===== src/source/alu_pkg.sv =====
////////////////////////////////////////
// ALU and register file shared types
// Word, index, opcode and flag definitions
////////////////////////////////////////
package alu_pkg;

  ////////////////////////////////////////
  // Widths with a meaning
  ////////////////////////////////////////
  typedef logic [31:0] word_t;       // Register contents, ALU operands
  typedef logic [4:0]  reg_index_t;  // Register number, 32 max
  typedef logic [3:0]  alu_op_t;     // ALU control code
  typedef logic [2:0]  alu_flags_t;  // {carry, zero, overflow}

  ////////////////////////////////////////
  // Operation codes
  ////////////////////////////////////////
  // MIPS ALU control encoding
  localparam alu_op_t OP_AND = 4'd0;
  localparam alu_op_t OP_OR  = 4'd1;
  localparam alu_op_t OP_ADD = 4'd2;
  localparam alu_op_t OP_SUB = 4'd6;
  localparam alu_op_t OP_SLT = 4'd7;
  localparam alu_op_t OP_NOR = 4'd12;

  // Bit positions inside alu_flags_t
  localparam int FLAG_CARRY = 2;  // MSB
  localparam int FLAG_ZERO  = 1;
  localparam int FLAG_OVF   = 0;  // LSB

endpackage


===== src/source/alu_32.sv =====
////////////////////////////////////////
// 32-bit ALU
// and, or, add, sub, slt, nor plus flags
////////////////////////////////////////
`timescale 1ns/1ns

module alu_32
  import alu_pkg::*;
(
  input  word_t      a,
  input  word_t      b,
  input  alu_op_t    op,
  output word_t      result,
  output alu_flags_t flags
);

  logic [32:0] sum;      // a + b, bit 32 is carry out
  logic [32:0] diff;     // a + ~b + 1, bit 32 is carry out
  logic        add_ovf;  // Signed overflow of add
  logic        sub_ovf;  // Signed overflow of sub
  logic        known;    // Opcode recognized

  ////////////////////////////////////////
  // Adder paths
  ////////////////////////////////////////
  assign sum  = {1'b0, a} + {1'b0, b};
  assign diff = {1'b0, a} + {1'b0, ~b} + 33'd1;  // Two's complement subtract

  // Same operand signs, different result sign
  assign add_ovf = (a[31] == b[31]) && (sum[31] != a[31]);
  // Operand signs differ and result sign flips away from a
  assign sub_ovf = (a[31] != b[31]) && (diff[31] != a[31]);

  ////////////////////////////////////////
  // Operation select
  ////////////////////////////////////////
  always_comb
  begin
    result = '0;
    flags  = '0;
    known  = 1'b1;
    case (op)
      OP_AND: result = a & b;
      OP_OR:  result = a | b;
      OP_ADD:
      begin
        result            = sum[31:0];
        flags[FLAG_CARRY] = sum[32];
        flags[FLAG_OVF]   = add_ovf;
      end
      OP_SUB:
      begin
        result            = diff[31:0];
        flags[FLAG_CARRY] = diff[32];  // Set when no borrow
        flags[FLAG_OVF]   = sub_ovf;
      end
      OP_SLT: result = {31'd0, ($signed(a) < $signed(b))};  // Signed compare
      OP_NOR: result = ~(a | b);
      default: known = 1'b0;  // Zero result, flags stay clear
    endcase
    // Zero flag only for a real operation
    flags[FLAG_ZERO] = known && (result == '0);
  end

endmodule


===== src/source/register_file.sv =====
////////////////////////////////////////
// Register file, 3 read ports, 1 write port
////////////////////////////////////////
`timescale 1ns/1ns

module register_file
  import alu_pkg::*;
#(
  parameter int REG_COUNT = 32  // Implemented registers, 32 max
)
(
  input  logic       clock,
  input  logic       reset,
  input  reg_index_t rd_index_a,     // Pipeline rs
  input  reg_index_t rd_index_b,     // Pipeline rt
  input  reg_index_t rd_index_host,  // APB read
  output word_t      rd_data_a,
  output word_t      rd_data_b,
  output word_t      rd_data_host,
  input  logic       wr_en,
  input  reg_index_t wr_index,
  input  word_t      wr_data
);

  word_t regs [REG_COUNT];  // Storage, entry 0 never written

  // Register 0 and unimplemented indexes read as zero
  function automatic word_t read_reg(input reg_index_t index);
    word_t value;
    value = '0;
    if (index != '0 && int'(index) < REG_COUNT)
      value = regs[index];
    return value;
  endfunction

  ////////////////////////////////////////
  // Combinational reads
  ////////////////////////////////////////
  always_comb
  begin
    rd_data_a    = read_reg(rd_index_a);
    rd_data_b    = read_reg(rd_index_b);
    rd_data_host = read_reg(rd_index_host);
  end

  // Single write port, writes to r0 or out of range dropped
  always_ff @(posedge clock)
  begin
    if (reset)
    begin
      for (int i = 0; i < REG_COUNT; i++)
        regs[i] <= '0;
    end
    else if (wr_en && wr_index != '0 && int'(wr_index) < REG_COUNT)
      regs[wr_index] <= wr_data;
  end

endmodule


===== src/source/write_arbiter.sv =====
////////////////////////////////////////
// Write port arbiter, pipeline over host
////////////////////////////////////////
`timescale 1ns/1ns

module write_arbiter
  import alu_pkg::*;
(
  input  logic       clock,
  input  logic       reset,
  input  logic       pipe_wr_req,    // Writeback, always served
  input  reg_index_t pipe_wr_index,
  input  word_t      pipe_wr_data,
  input  logic       host_wr_req,    // APB, held until grant
  input  reg_index_t host_wr_index,
  input  word_t      host_wr_data,
  output logic       host_wr_grant,
  output logic       wr_en,
  output reg_index_t wr_index,
  output word_t      wr_data
);

  logic host_waiting;  // Host request lost a cycle to the pipeline

  // Host only gets the port in a cycle the pipeline leaves free
  assign host_wr_grant = host_wr_req && !pipe_wr_req;

  ////////////////////////////////////////
  // Write port mux
  ////////////////////////////////////////
  assign wr_en    = pipe_wr_req || host_wr_grant;
  assign wr_index = pipe_wr_req ? pipe_wr_index : host_wr_index;
  assign wr_data  = pipe_wr_req ? pipe_wr_data : host_wr_data;

  // Pending host request, cleared once granted
  always_ff @(posedge clock)
  begin
    if (reset)
      host_waiting <= 1'b0;
    else
      host_waiting <= host_wr_req && !host_wr_grant;
  end

endmodule


===== src/source/apb_host_port.sv =====
////////////////////////////////////////
// APB slave for host register access
// Reads direct, writes through the arbiter
////////////////////////////////////////
`timescale 1ns/1ns

module apb_host_port
  import alu_pkg::*;
#(
  parameter int REG_COUNT = 32
)
(
  input  logic       clock,
  input  logic       reset,
  input  logic       psel,
  input  logic       penable,
  input  logic       pwrite,
  input  logic [7:0] paddr,          // Register number in bits 6:2
  input  word_t      pwdata,
  output word_t      prdata,
  output logic       pready,
  output logic       pslverr,
  output reg_index_t rd_index_host,
  input  word_t      rd_data_host,
  output logic       host_wr_req,
  output reg_index_t host_wr_index,
  output word_t      host_wr_data,
  input  logic       host_wr_grant
);

  typedef enum logic [1:0] {
    ST_IDLE,    // No transfer
    ST_SETUP,   // Setup decoded, first access cycle
    ST_ACCESS   // Write waiting on the arbiter
  } apb_state_t;

  apb_state_t state;
  reg_index_t index_q;    // Decoded register number
  word_t      wdata_q;    // Write payload
  logic       write_q;    // Transfer is a write
  logic       error_q;    // Write to r0 or unimplemented register
  logic       active;     // Access phase in progress
  logic       bad_index;  // Live decode of paddr
  logic       setup_seen; // Setup phase on the bus while idle

  assign bad_index  = (paddr[6:2] == '0) || (int'(paddr[6:2]) >= REG_COUNT);
  assign setup_seen = (state == ST_IDLE) && psel && !penable;
  assign active     = (state == ST_SETUP) || (state == ST_ACCESS);

  ////////////////////////////////////////
  // Completion
  ////////////////////////////////////////
  // Reads and dropped writes finish at once, good writes on grant
  assign pready  = active && (!write_q || error_q || host_wr_grant);
  assign pslverr = pready && error_q;
  assign prdata  = rd_data_host;

  assign rd_index_host = index_q;
  assign host_wr_req   = active && write_q && !error_q;  // Never for a dropped write
  assign host_wr_index = index_q;
  assign host_wr_data  = wdata_q;

  always_ff @(posedge clock)
  begin
    if (reset)
    begin
      state   <= ST_IDLE;
      write_q <= 1'b0;
      error_q <= 1'b0;
    end
    else
    begin
      case (state)
        ST_IDLE:
          if (setup_seen)
          begin
            state   <= ST_SETUP;
            write_q <= pwrite;
            error_q <= pwrite && bad_index;  // Reads never error
          end
        ST_SETUP, ST_ACCESS:
          if (pready || !psel)
            state <= ST_IDLE;
          else
            state <= ST_ACCESS;  // Pipeline holds the port
        default: state <= ST_IDLE;
      endcase
    end
  end

  // Address and data captured in setup
  always_ff @(posedge clock)
  begin
    if (setup_seen)
    begin
      index_q <= paddr[6:2];
      wdata_q <= pwdata;
    end
  end

endmodule


===== src/source/exec_pipeline.sv =====
////////////////////////////////////////
// Read, execute, writeback pipeline
// Interlocks on RAW hazards, no forwarding
////////////////////////////////////////
`timescale 1ns/1ns

module exec_pipeline
  import alu_pkg::*;
(
  input  logic       clock,
  input  logic       reset,
  input  logic       issue_valid,
  output logic       issue_ready,
  input  alu_op_t    issue_op,
  input  reg_index_t issue_rs,
  input  reg_index_t issue_rt,
  input  reg_index_t issue_rd,
  output reg_index_t rd_index_a,
  output reg_index_t rd_index_b,
  input  word_t      rd_data_a,
  input  word_t      rd_data_b,
  output word_t      alu_a,
  output word_t      alu_b,
  output alu_op_t    alu_op,
  input  word_t      alu_result,
  input  alu_flags_t alu_flags,
  output logic       pipe_wr_req,
  output reg_index_t pipe_wr_index,
  output word_t      pipe_wr_data,
  output logic       wb_valid,   // Writeback stage valid, doubles as retire
  output reg_index_t wb_rd,
  output word_t      wb_data,
  output alu_flags_t wb_flags
);

  logic       accept;    // Issue handshake
  logic       ex_valid;  // Execute stage
  word_t      ex_a;
  word_t      ex_b;
  alu_op_t    ex_op;
  reg_index_t ex_rd;

  // True when a source of the issuing instruction is still pending
  function automatic logic depends_on(input reg_index_t dest, input reg_index_t rs,
                                      input reg_index_t rt);
    return (dest != '0) && (rs == dest || rt == dest);
  endfunction

  ////////////////////////////////////////
  // Read stage
  ////////////////////////////////////////
  assign rd_index_a = issue_rs;
  assign rd_index_b = issue_rt;
  assign issue_ready = !(ex_valid && depends_on(ex_rd, issue_rs, issue_rt)) &&
                       !(wb_valid && depends_on(wb_rd, issue_rs, issue_rt));
  assign accept = issue_valid && issue_ready;

  // Execute stage drives the ALU
  assign alu_a  = ex_a;
  assign alu_b  = ex_b;
  assign alu_op = ex_op;

  // Writeback, r0 retires without a write
  assign pipe_wr_req   = wb_valid && (wb_rd != '0);
  assign pipe_wr_index = wb_rd;
  assign pipe_wr_data  = wb_data;

  always_ff @(posedge clock)
  begin
    if (reset)
    begin
      ex_valid <= 1'b0;
      wb_valid <= 1'b0;
    end
    else
    begin
      ex_valid <= accept;
      wb_valid <= ex_valid;
    end
  end

  // Stage payloads
  always_ff @(posedge clock)
  begin
    if (accept)
    begin
      ex_a  <= rd_data_a;  // Operands registered at acceptance
      ex_b  <= rd_data_b;
      ex_op <= issue_op;
      ex_rd <= issue_rd;
    end
    if (ex_valid)
    begin
      wb_data  <= alu_result;
      wb_flags <= alu_flags;
      wb_rd    <= ex_rd;
    end
  end

endmodule


===== src/source/alu_rf_top.sv =====
////////////////////////////////////////
// Execution unit top level
////////////////////////////////////////
`timescale 1ns/1ns

module alu_rf_top
  import alu_pkg::*;
#(
  parameter int REG_COUNT = 32
)
(
  input  logic       clock,
  input  logic       reset,
  // APB host port
  input  logic       psel,
  input  logic       penable,
  input  logic       pwrite,
  input  logic [7:0] paddr,
  input  word_t      pwdata,
  output word_t      prdata,
  output logic       pready,
  output logic       pslverr,
  // Issue port
  input  logic       issue_valid,
  output logic       issue_ready,
  input  alu_op_t    issue_op,
  input  reg_index_t issue_rs,
  input  reg_index_t issue_rt,
  input  reg_index_t issue_rd,
  // Retire report
  output logic       wb_valid,
  output reg_index_t wb_rd,
  output word_t      wb_data,
  output alu_flags_t wb_flags
);

  ////////////////////////////////////////
  // Interconnect
  ////////////////////////////////////////
  reg_index_t rd_index_a;
  reg_index_t rd_index_b;
  reg_index_t rd_index_host;
  word_t      rd_data_a;
  word_t      rd_data_b;
  word_t      rd_data_host;
  word_t      alu_a;
  word_t      alu_b;
  alu_op_t    alu_op;
  word_t      alu_result;
  alu_flags_t alu_flags;
  logic       pipe_wr_req;
  reg_index_t pipe_wr_index;
  word_t      pipe_wr_data;
  logic       host_wr_req;
  reg_index_t host_wr_index;
  word_t      host_wr_data;
  logic       host_wr_grant;
  logic       wr_en;
  reg_index_t wr_index;
  word_t      wr_data;

  exec_pipeline i_pipeline (
    .clock         (clock),
    .reset         (reset),
    .issue_valid   (issue_valid),
    .issue_ready   (issue_ready),
    .issue_op      (issue_op),
    .issue_rs      (issue_rs),
    .issue_rt      (issue_rt),
    .issue_rd      (issue_rd),
    .rd_index_a    (rd_index_a),
    .rd_index_b    (rd_index_b),
    .rd_data_a     (rd_data_a),
    .rd_data_b     (rd_data_b),
    .alu_a         (alu_a),
    .alu_b         (alu_b),
    .alu_op        (alu_op),
    .alu_result    (alu_result),
    .alu_flags     (alu_flags),
    .pipe_wr_req   (pipe_wr_req),
    .pipe_wr_index (pipe_wr_index),
    .pipe_wr_data  (pipe_wr_data),
    .wb_valid      (wb_valid),
    .wb_rd         (wb_rd),
    .wb_data       (wb_data),
    .wb_flags      (wb_flags)
  );

  alu_32 i_alu (
    .a      (alu_a),
    .b      (alu_b),
    .op     (alu_op),
    .result (alu_result),
    .flags  (alu_flags)
  );

  register_file #(
    .REG_COUNT (REG_COUNT)
  ) i_regs (
    .clock         (clock),
    .reset         (reset),
    .rd_index_a    (rd_index_a),
    .rd_index_b    (rd_index_b),
    .rd_index_host (rd_index_host),
    .rd_data_a     (rd_data_a),
    .rd_data_b     (rd_data_b),
    .rd_data_host  (rd_data_host),
    .wr_en         (wr_en),
    .wr_index      (wr_index),
    .wr_data       (wr_data)
  );

  // Pipeline writeback wins the write port
  write_arbiter i_arbiter (
    .clock         (clock),
    .reset         (reset),
    .pipe_wr_req   (pipe_wr_req),
    .pipe_wr_index (pipe_wr_index),
    .pipe_wr_data  (pipe_wr_data),
    .host_wr_req   (host_wr_req),
    .host_wr_index (host_wr_index),
    .host_wr_data  (host_wr_data),
    .host_wr_grant (host_wr_grant),
    .wr_en         (wr_en),
    .wr_index      (wr_index),
    .wr_data       (wr_data)
  );

  apb_host_port #(
    .REG_COUNT (REG_COUNT)
  ) i_host (
    .clock         (clock),
    .reset         (reset),
    .psel          (psel),
    .penable       (penable),
    .pwrite        (pwrite),
    .paddr         (paddr),
    .pwdata        (pwdata),
    .prdata        (prdata),
    .pready        (pready),
    .pslverr       (pslverr),
    .rd_index_host (rd_index_host),
    .rd_data_host  (rd_data_host),
    .host_wr_req   (host_wr_req),
    .host_wr_index (host_wr_index),
    .host_wr_data  (host_wr_data),
    .host_wr_grant (host_wr_grant)
  );

endmodule


===== config.mk =====
export PLATFORM = sky130hd
export DESIGN_NAME = alu_rf_top
export DESIGN_NICKNAME = d
export VERILOG_FILES = /design/src/source/alu_pkg.sv /design/src/source/alu_32.sv /design/src/source/register_file.sv /design/src/source/write_arbiter.sv /design/src/source/apb_host_port.sv /design/src/source/exec_pipeline.sv /design/src/source/alu_rf_top.sv
export SDC_FILE = /design/constraint.sdc
export NUM_CORES = 2
export LEC_CHECK = 0
export BUFFER_PORTS_ARGS = -buffer_cell sky130_fd_sc_hd__clkbuf_2
export CAP_MARGIN = 20
export CORE_ASPECT_RATIO = 1.25
export CORE_MARGIN = 5
export CORE_UTILIZATION = 40
export CTS_BUF_LIST = sky130_fd_sc_hd__clkbuf_16
export CTS_CLUSTER_SIZE = 30
export DETAILED_ROUTE_END_ITERATION = 8
export GPL_ROUTABILITY_DRIVEN = 0
export PLACE_DENSITY = 0.58
export SLEW_MARGIN = 20
export SYNTH_ARGS = -nofsm -noshare
export SYNTH_HDL_FRONTEND = slang
export SYNTH_SLANG_ARGS = --single-unit

===== constraint.sdc =====
create_clock -name clock -period 4.7 [get_ports clock]
set_input_delay 0.235 -clock clock [delete_from_list [all_inputs] [get_ports clock]]
set_output_delay 0.235 -clock clock [all_outputs]
set_load 0.005 [all_outputs]

* After elaboration in Yosys (flattened, before gate mapping)
Memories as Yosys holds them, arrays and structs flattened. A register that Yosys moved wholly into a read port is not among the register bits.
Index checks and enable logic that the tools add are counted.
** Word-level totals
- Register bits after elaboration :: 92
- RAM bits :: 1024
- Bits of input ports :: 65
- Output and inout port bits :: 76
- Word-level logic and storage cells :: 105
- Memories :: 1
** Cells by class
- Add/subtract/negate cells :: 3
- $lt $le $gt $ge :: 1
- Equality and inequality tests :: 16
- Multiplexer cells :: 19
- Bitwise gates (word level) :: 4
- Reductions and logical operators :: 49
** Memories
- i_regs.regs :: words 32, width 32, rd ports 3, clocked after memory_dff 3, write ports 32, line register_file.sv:25 : word_t regs [REG_COUNT];
** Operator list (count)
- 32-bit case mux with 6 select lines :: 1
- 32-bit 2-to-1 mux :: 3
- 32-bit by 32-bit adder with 33-bit output :: 2
- 32-bit inverter :: 2
- 33-bit by 1-bit adder with 33-bit output, second input constant :: 1
- 32-bit bitwise AND :: 1
- 32-bit zero test :: 1
- 32-bit less-than comparator :: 1
- 32-bit bitwise OR :: 1
- 32-bit OR reduction :: 1
- 5-bit nonzero test :: 6
- 5-bit equality test :: 4
- 1-bit logical AND :: 19
- 5-bit 2-to-1 mux :: 3
- 1-bit zero test :: 9
- 4-bit by 3-bit equality test with 1-bit output, second input constant :: 2
- 1-bit logical OR :: 7
- 1-bit 2-to-1 mux :: 7
- 6-bit OR reduction :: 1
- 5-bit zero test :: 1
- 4-bit by 1-bit equality test with 1-bit output, second input constant :: 1
- 4-bit by 2-bit equality test with 1-bit output, second input constant :: 1
- 4-bit equality test, second input constant :: 1
- 4-bit zero test :: 1
- other kinds (11) :: 15

* Longest topological paths before layout
- Depth after elaboration :: 12
- Gate-level depth with buffers :: 15
- Depth with buffers taken out :: 15

* Cells and area by module
Synthesis repeated with hierarchy kept, for this count alone.
** Second synthesis, totals
- Cells, all modules :: 5554
- Area, all modules :: 74565.3 um^2
** By module, submodules not included
- register_file :: times used 1, cells each 4320, area each 62586.3 um^2, sequential area each 30749.5 um^2
- alu_32 :: times used 1, cells each 885, area each 5754.3 um^2, sequential area each 0.0 um^2
- exec_pipeline :: times used 1, cells each 202, area each 4080.2 um^2, sequential area each 3433.3 um^2
- apb_host_port :: times used 1, cells each 104, area each 1647.8 um^2, sequential area each 1191.1 um^2
- write_arbiter :: times used 1, cells each 43, area each 496.7 um^2, sequential area each 0.0 um^2

* Least setup slack after synthesis
OpenSTA, ideal clock, no wires.
- Path type :: register to register
- Start point :: reg i_pipeline.wb_rd[4] (netlist: i_pipeline.pipe_wr_index[4])
- End point :: reg i_pipeline.ex_a[0] (netlist: i_pipeline.alu_a[0]), read port of i_regs.regs, enable pin
- Library setup time :: 0.439 ns
- Data arrival time :: 3.975 ns
- Required time :: 4.261 ns
- Slack :: 0.286 ns
- Cell stages (with the launch flop) :: 7
- Clock period less this slack :: 4.414 ns
- Cell sequence :: edfxtp_1 or2_2 o41ai_1 clkbuf_1 clkbuf_1 o22a_1 and2_1
** On the way
- Longest elaborated chain between the ends :: 7
- Elaborated cells on any way between the ends :: 9
** RTL lines
- start: declaration :: line exec_pipeline.sv:31 : output reg_index_t wb_rd,
- start signal: assignment :: line exec_pipeline.sv:96 : wb_rd <= ex_rd;
- 5-bit equality test :: line exec_pipeline.sv:46 : return (dest != '0) && (rs == dest || rt == dest);
- 1-bit logical OR :: line exec_pipeline.sv:46
- 1-bit logical AND (*) :: line exec_pipeline.sv:46
- 1-bit logical AND (*) :: line exec_pipeline.sv:55 : !(wb_valid && depends_on(wb_rd, issue_rs, issue_rt));
- 1-bit zero test (*) :: line exec_pipeline.sv:55
- 1-bit logical AND (*) :: line exec_pipeline.sv:54 : assign issue_ready = !(ex_valid && depends_on(ex_rd, issue_rs, issue_rt)) &&
- net issue_ready :: line alu_rf_top.sv:25 : output logic issue_ready,
- 1-bit logical AND (*) :: line exec_pipeline.sv:56 : assign accept = issue_valid && issue_ready;
- net i_pipeline.accept :: line exec_pipeline.sv:36 : logic accept;
- end: declaration :: line exec_pipeline.sv:38 : word_t ex_a;
The timed path passes the listed nets; every way through them passes the cells marked *.
A chain may end at the register's enable or synchronous reset.

* Final worst setup path
- Start point :: reg i_pipeline.ex_a[10] (netlist: i_pipeline.alu_a[10]), read port of i_regs.regs
- End point :: reg i_pipeline.wb_flags[1], data pin
** On the way
- Longest elaborated chain between the ends :: 5
- Elaborated cells on any way between the ends :: 10
** RTL lines
- 32-bit by 32-bit adder with 33-bit output :: line alu_32.sv:27 : assign diff = {1'b0, a} + {1'b0, ~b} + 33'd1;
- 33-bit by 1-bit adder with 33-bit output :: line alu_32.sv:27
- 32-bit case mux with 6 select lines (*) :: line alu_32.sv:42 : case (op)
- net alu_result[14] :: line alu_rf_top.sv:49 : word_t alu_result;
- 32-bit zero test (*) :: line alu_32.sv:62 : flags[FLAG_ZERO] = known && (result == '0);
- 1-bit logical AND (*) :: line alu_32.sv:62
- net alu_flags[1] :: line alu_rf_top.sv:50 : alu_flags_t alu_flags;
- end signal: assignment :: line exec_pipeline.sv:95 : wb_flags <= alu_flags;
- end: declaration :: line exec_pipeline.sv:33 : output alu_flags_t wb_flags
Marks and branches as above.

==> qor.yml <==
status: "completed"
cp.required_ps: 5340
timing.rr.end: "i_pipeline.wb_flags[1]"
syn_to_final_growth_pct: 13.88
cp.arrival_ps: 5260
grt_max_degree: 75
fill_cells: 15420
clockBufferDepth: 3
worstHoldStart: "issue_valid"
clkLatencyLatePin_ps: 780
htreeDepth: 3
antenna_found_initial: 12
async_reset_ff_frac: 0
overflow: 0
die_w_um: 386.2
synth_top_area_share: 0.4981
met2_length_um: 131800
initial_core_util: 0.4026
wl_per_cell_um: 37.60
path_cells: "inv_1 -> ha_1 -> nand4_1 -> o21bai_1 -> nor2_2 -> o21ai_0 -> o221a_2 -> o21ai_0 -> nor4_1 -> and4_1 -> or4b_1 -> nor3_2"
ys_warn_count: 0
std_cell_rows: 172
routedLengthMet1_um: 99310
synth_area_sq_um: 70780
top_layer: "met5"
hold_path_end: "i_pipeline.ex_rd[1]"
clock_skew_ps: 37.59
p_leak_nw: 28.72
synth.avg_cell_area_sq_um: 13.86
cts_buffers: 121
clock_sinks: 1185
wl_um: 288000
dp.cells: 7388
power.switching_mw: 7.884
drt.antenna.violating_nets: 0
fmaxAchievable_ghz: 0.2164
r2r_cells: 12
clkSlewWorstSetupHoldPaths_ps: 60
dpl.hpwl_um: 178100
power_density_nw_per_um2: 337.2
hold_ws_ps: 91.19
min_path_type: "input pin to register"
fp.dieH_um: 480.3
seq_area_sq_um: 35490
io_pins: 141
path_class: "register to register"
tritoncts: "done"
port_buffers: 137
yosysUniqueCellTypes: 93
synth_ff_type: "edfxtp_1"
seq_area_frac_synth: 0.5012
drt-initial-drc-count: 7953
drv_cap: 0
irDropWorstVdd_uv: 311.7
synth_area_leader_cell: "edfxtp_1"
r2r-start: "i_pipeline.alu_a[10]"
first_global_vias: 51490
final_cell_mix: "nor2_1, edfxtp_1, mux4_2"
final_common_cell: "nor2_1"
synthTopCellsByArea: "edfxtp_1, mux4_2, nor2_1"
crit_top_cell: "o21ai_0"
power_frac_comb: 0.197
nNetsFinal: 5381
hold_viol_final: 0
firstDrtPassIters: 9
final_util: 0.4584
cp-end-kind: "register"
cp_num_buf_inv: 1
post-cts-setup-buffer-count: 0
swShare: 0.2901
core_area_sq_um: 175800
drive_above_1_share: 0.3018
routed_via_density: 6.798
cp_slowest_cell: "nor4_1"
critical_path.max_fanout: 14
r2r_slack_ps: 80
tightest_slew_ps: 1206
multi_input_area_sq_um: 33640
syn_inst: 5106
wl_met3_um: 35450
post-route-drc-count: 0
hold_path_depth: 2
p_clk_frac: 0.344
cpPeakStageDelay_ps: 690
setup_tns_ps: 0
cp-start-kind: "register"
dieArea_sq_um: 185500
ys_seq_elements: 1185
root_buffer: "clkbuf_16"
dr_total_vias: 52070
relSlewSlack: 0.1961
grt_pass1_wl_um: 398200
grtUsageTotal: 0.3056
critPathTopFamily: "simple AND/OR/NAND/NOR gates"
min_period_over_period: 0.9834
period_needed_ps: 4622
rsz0062_at_grt: "false"
synth_edf_count: 1174
finalNonFillerCells: 7659
drv_slew: 0
seqPwrFrac: 0.459
setup_viol: 0
p_int_mw: 19.29
==> cell type report <==
cell class / count / area share
antenna: 2 / 0.00006209
clock buffer: 122 / 0.03788
clock inverter: 94 / 0.007684
inverter: 108 / 0.005030
multi-input combinational: 3323 / 0.4174
sequential: 1185 / 0.4404
tap: 2349 / 0.03646
timing repair buffer: 476 / 0.05508
==> synth_stat cells (38+ instances only) <==
cell type / instances
o221ai_1: 41
nor2_1: 1194
ha_1: 99
nand2_1: 109
nor3_1: 38
nand2b_1: 47
a221oi_1: 63
inv_1: 100
buf_1: 101
mux4_2: 808
clkbuf_1: 414
a21oi_1: 110
o21ai_0: 42
edfxtp_1: 1174
mux2i_1: 227
mux2_2: 68
o22ai_1: 66
==> cells by family (layout without fill, tap and decap cells) <==
| family | after synthesis | in the layout | synth area share |
|---|---|---|---|
| AO/OA/AOI/OAI | 572 | 572 | 0.05821 |
| XOR/XNOR | 24 | 24 | 0.002970 |
| adder cells (fa/ha/maj) | 101 | 101 | 0.01807 |
| buffers and inverters | 629 | 800 | 0.03376 |
| flip-flops | 1185 | 1185 | 0.5012 |
| multiplexers | 1103 | 1103 | 0.3000 |
| other | 1 | 34 | 0.00005298 |
| AND/OR/NAND/NOR | 1491 | 1491 | 0.08570 |
==> worst max path at each step <==
stage                                start                      to  slack [ps]  cells after the start
2_1_floorplan  i_pipeline.pipe_wr_index[4]     i_pipeline.alu_a[0]         290                      6
5_1_grt               i_pipeline.alu_a[10]  i_pipeline.wb_flags[1]          40                     12
3_3_place_gp           i_pipeline.alu_a[0]  i_pipeline.wb_flags[1]         270                     16
6_report              i_pipeline.alu_a[10]  i_pipeline.wb_flags[1]          80                     12
4_1_cts               i_pipeline.alu_a[10]  i_pipeline.wb_flags[1]         200                     12
3_5_place_dp          i_pipeline.alu_a[10]  i_pipeline.wb_flags[1]         220                     12
==> timing repair <==
action | CTS | global route
hold buffers | 49 | 0
gates resized for setup | 0 | 5
hold endpoints to repair | 54 | 0
setup endpoints to repair | 0 | 1
==> state kept, by name, indices dropped and copies added, names as in the netlist, named ones only <==
register and flops:
i_host.write_q 1, i_host.host_wr_data 32, i_regs.regs 1024, i_pipeline.alu_b 32
i_pipeline.pipe_wr_data 32, i_pipeline.alu_a 32, i_pipeline.wb_flags 3, i_pipeline.wb_valid 1
i_pipeline.pipe_wr_index 5, i_host.error_q 1, i_pipeline.ex_valid 1, i_pipeline.alu_op 4
i_host.state 2, i_host.host_wr_index 5, i_pipeline.ex_rd 5
==> through the flow <==
stage          instance area, sq um  power [mW]  setup slack [ps]
4_1_cts                       80480       27.11             196.6
2_1_floorplan                 70890       15.69             285.5
6_report                      80600       27.18             77.87
3_5_place_dp                  76320       17.87             216.2
5_1_grt                       80600       27.88             38.06
3_3_place_gp                  76240       17.80             274.3
==> routing by layer <==
layer / vias up / track usage
li1: 20300 / -
met1: 26740 / 0.3816
met2: 3954 / 0.4807
met3: 1055 / 0.07847
met4: 12 / 0.1822
met5: - / 0
==> power groups by stage <==
stage	Sequential (mW)	Combinational [mW]	Clock [mW]
5_1_grt	12.5	5.53	9.83
3_3_place_gp	12.7	5.14	0
3_5_place_dp	12.7	5.18	0
6_report	12.5	5.34	9.36
2_1_floorplan	12.5	3.18	0
4_1_cts	12.5	5.22	9.42
Power figures use the tool's default switching activity.
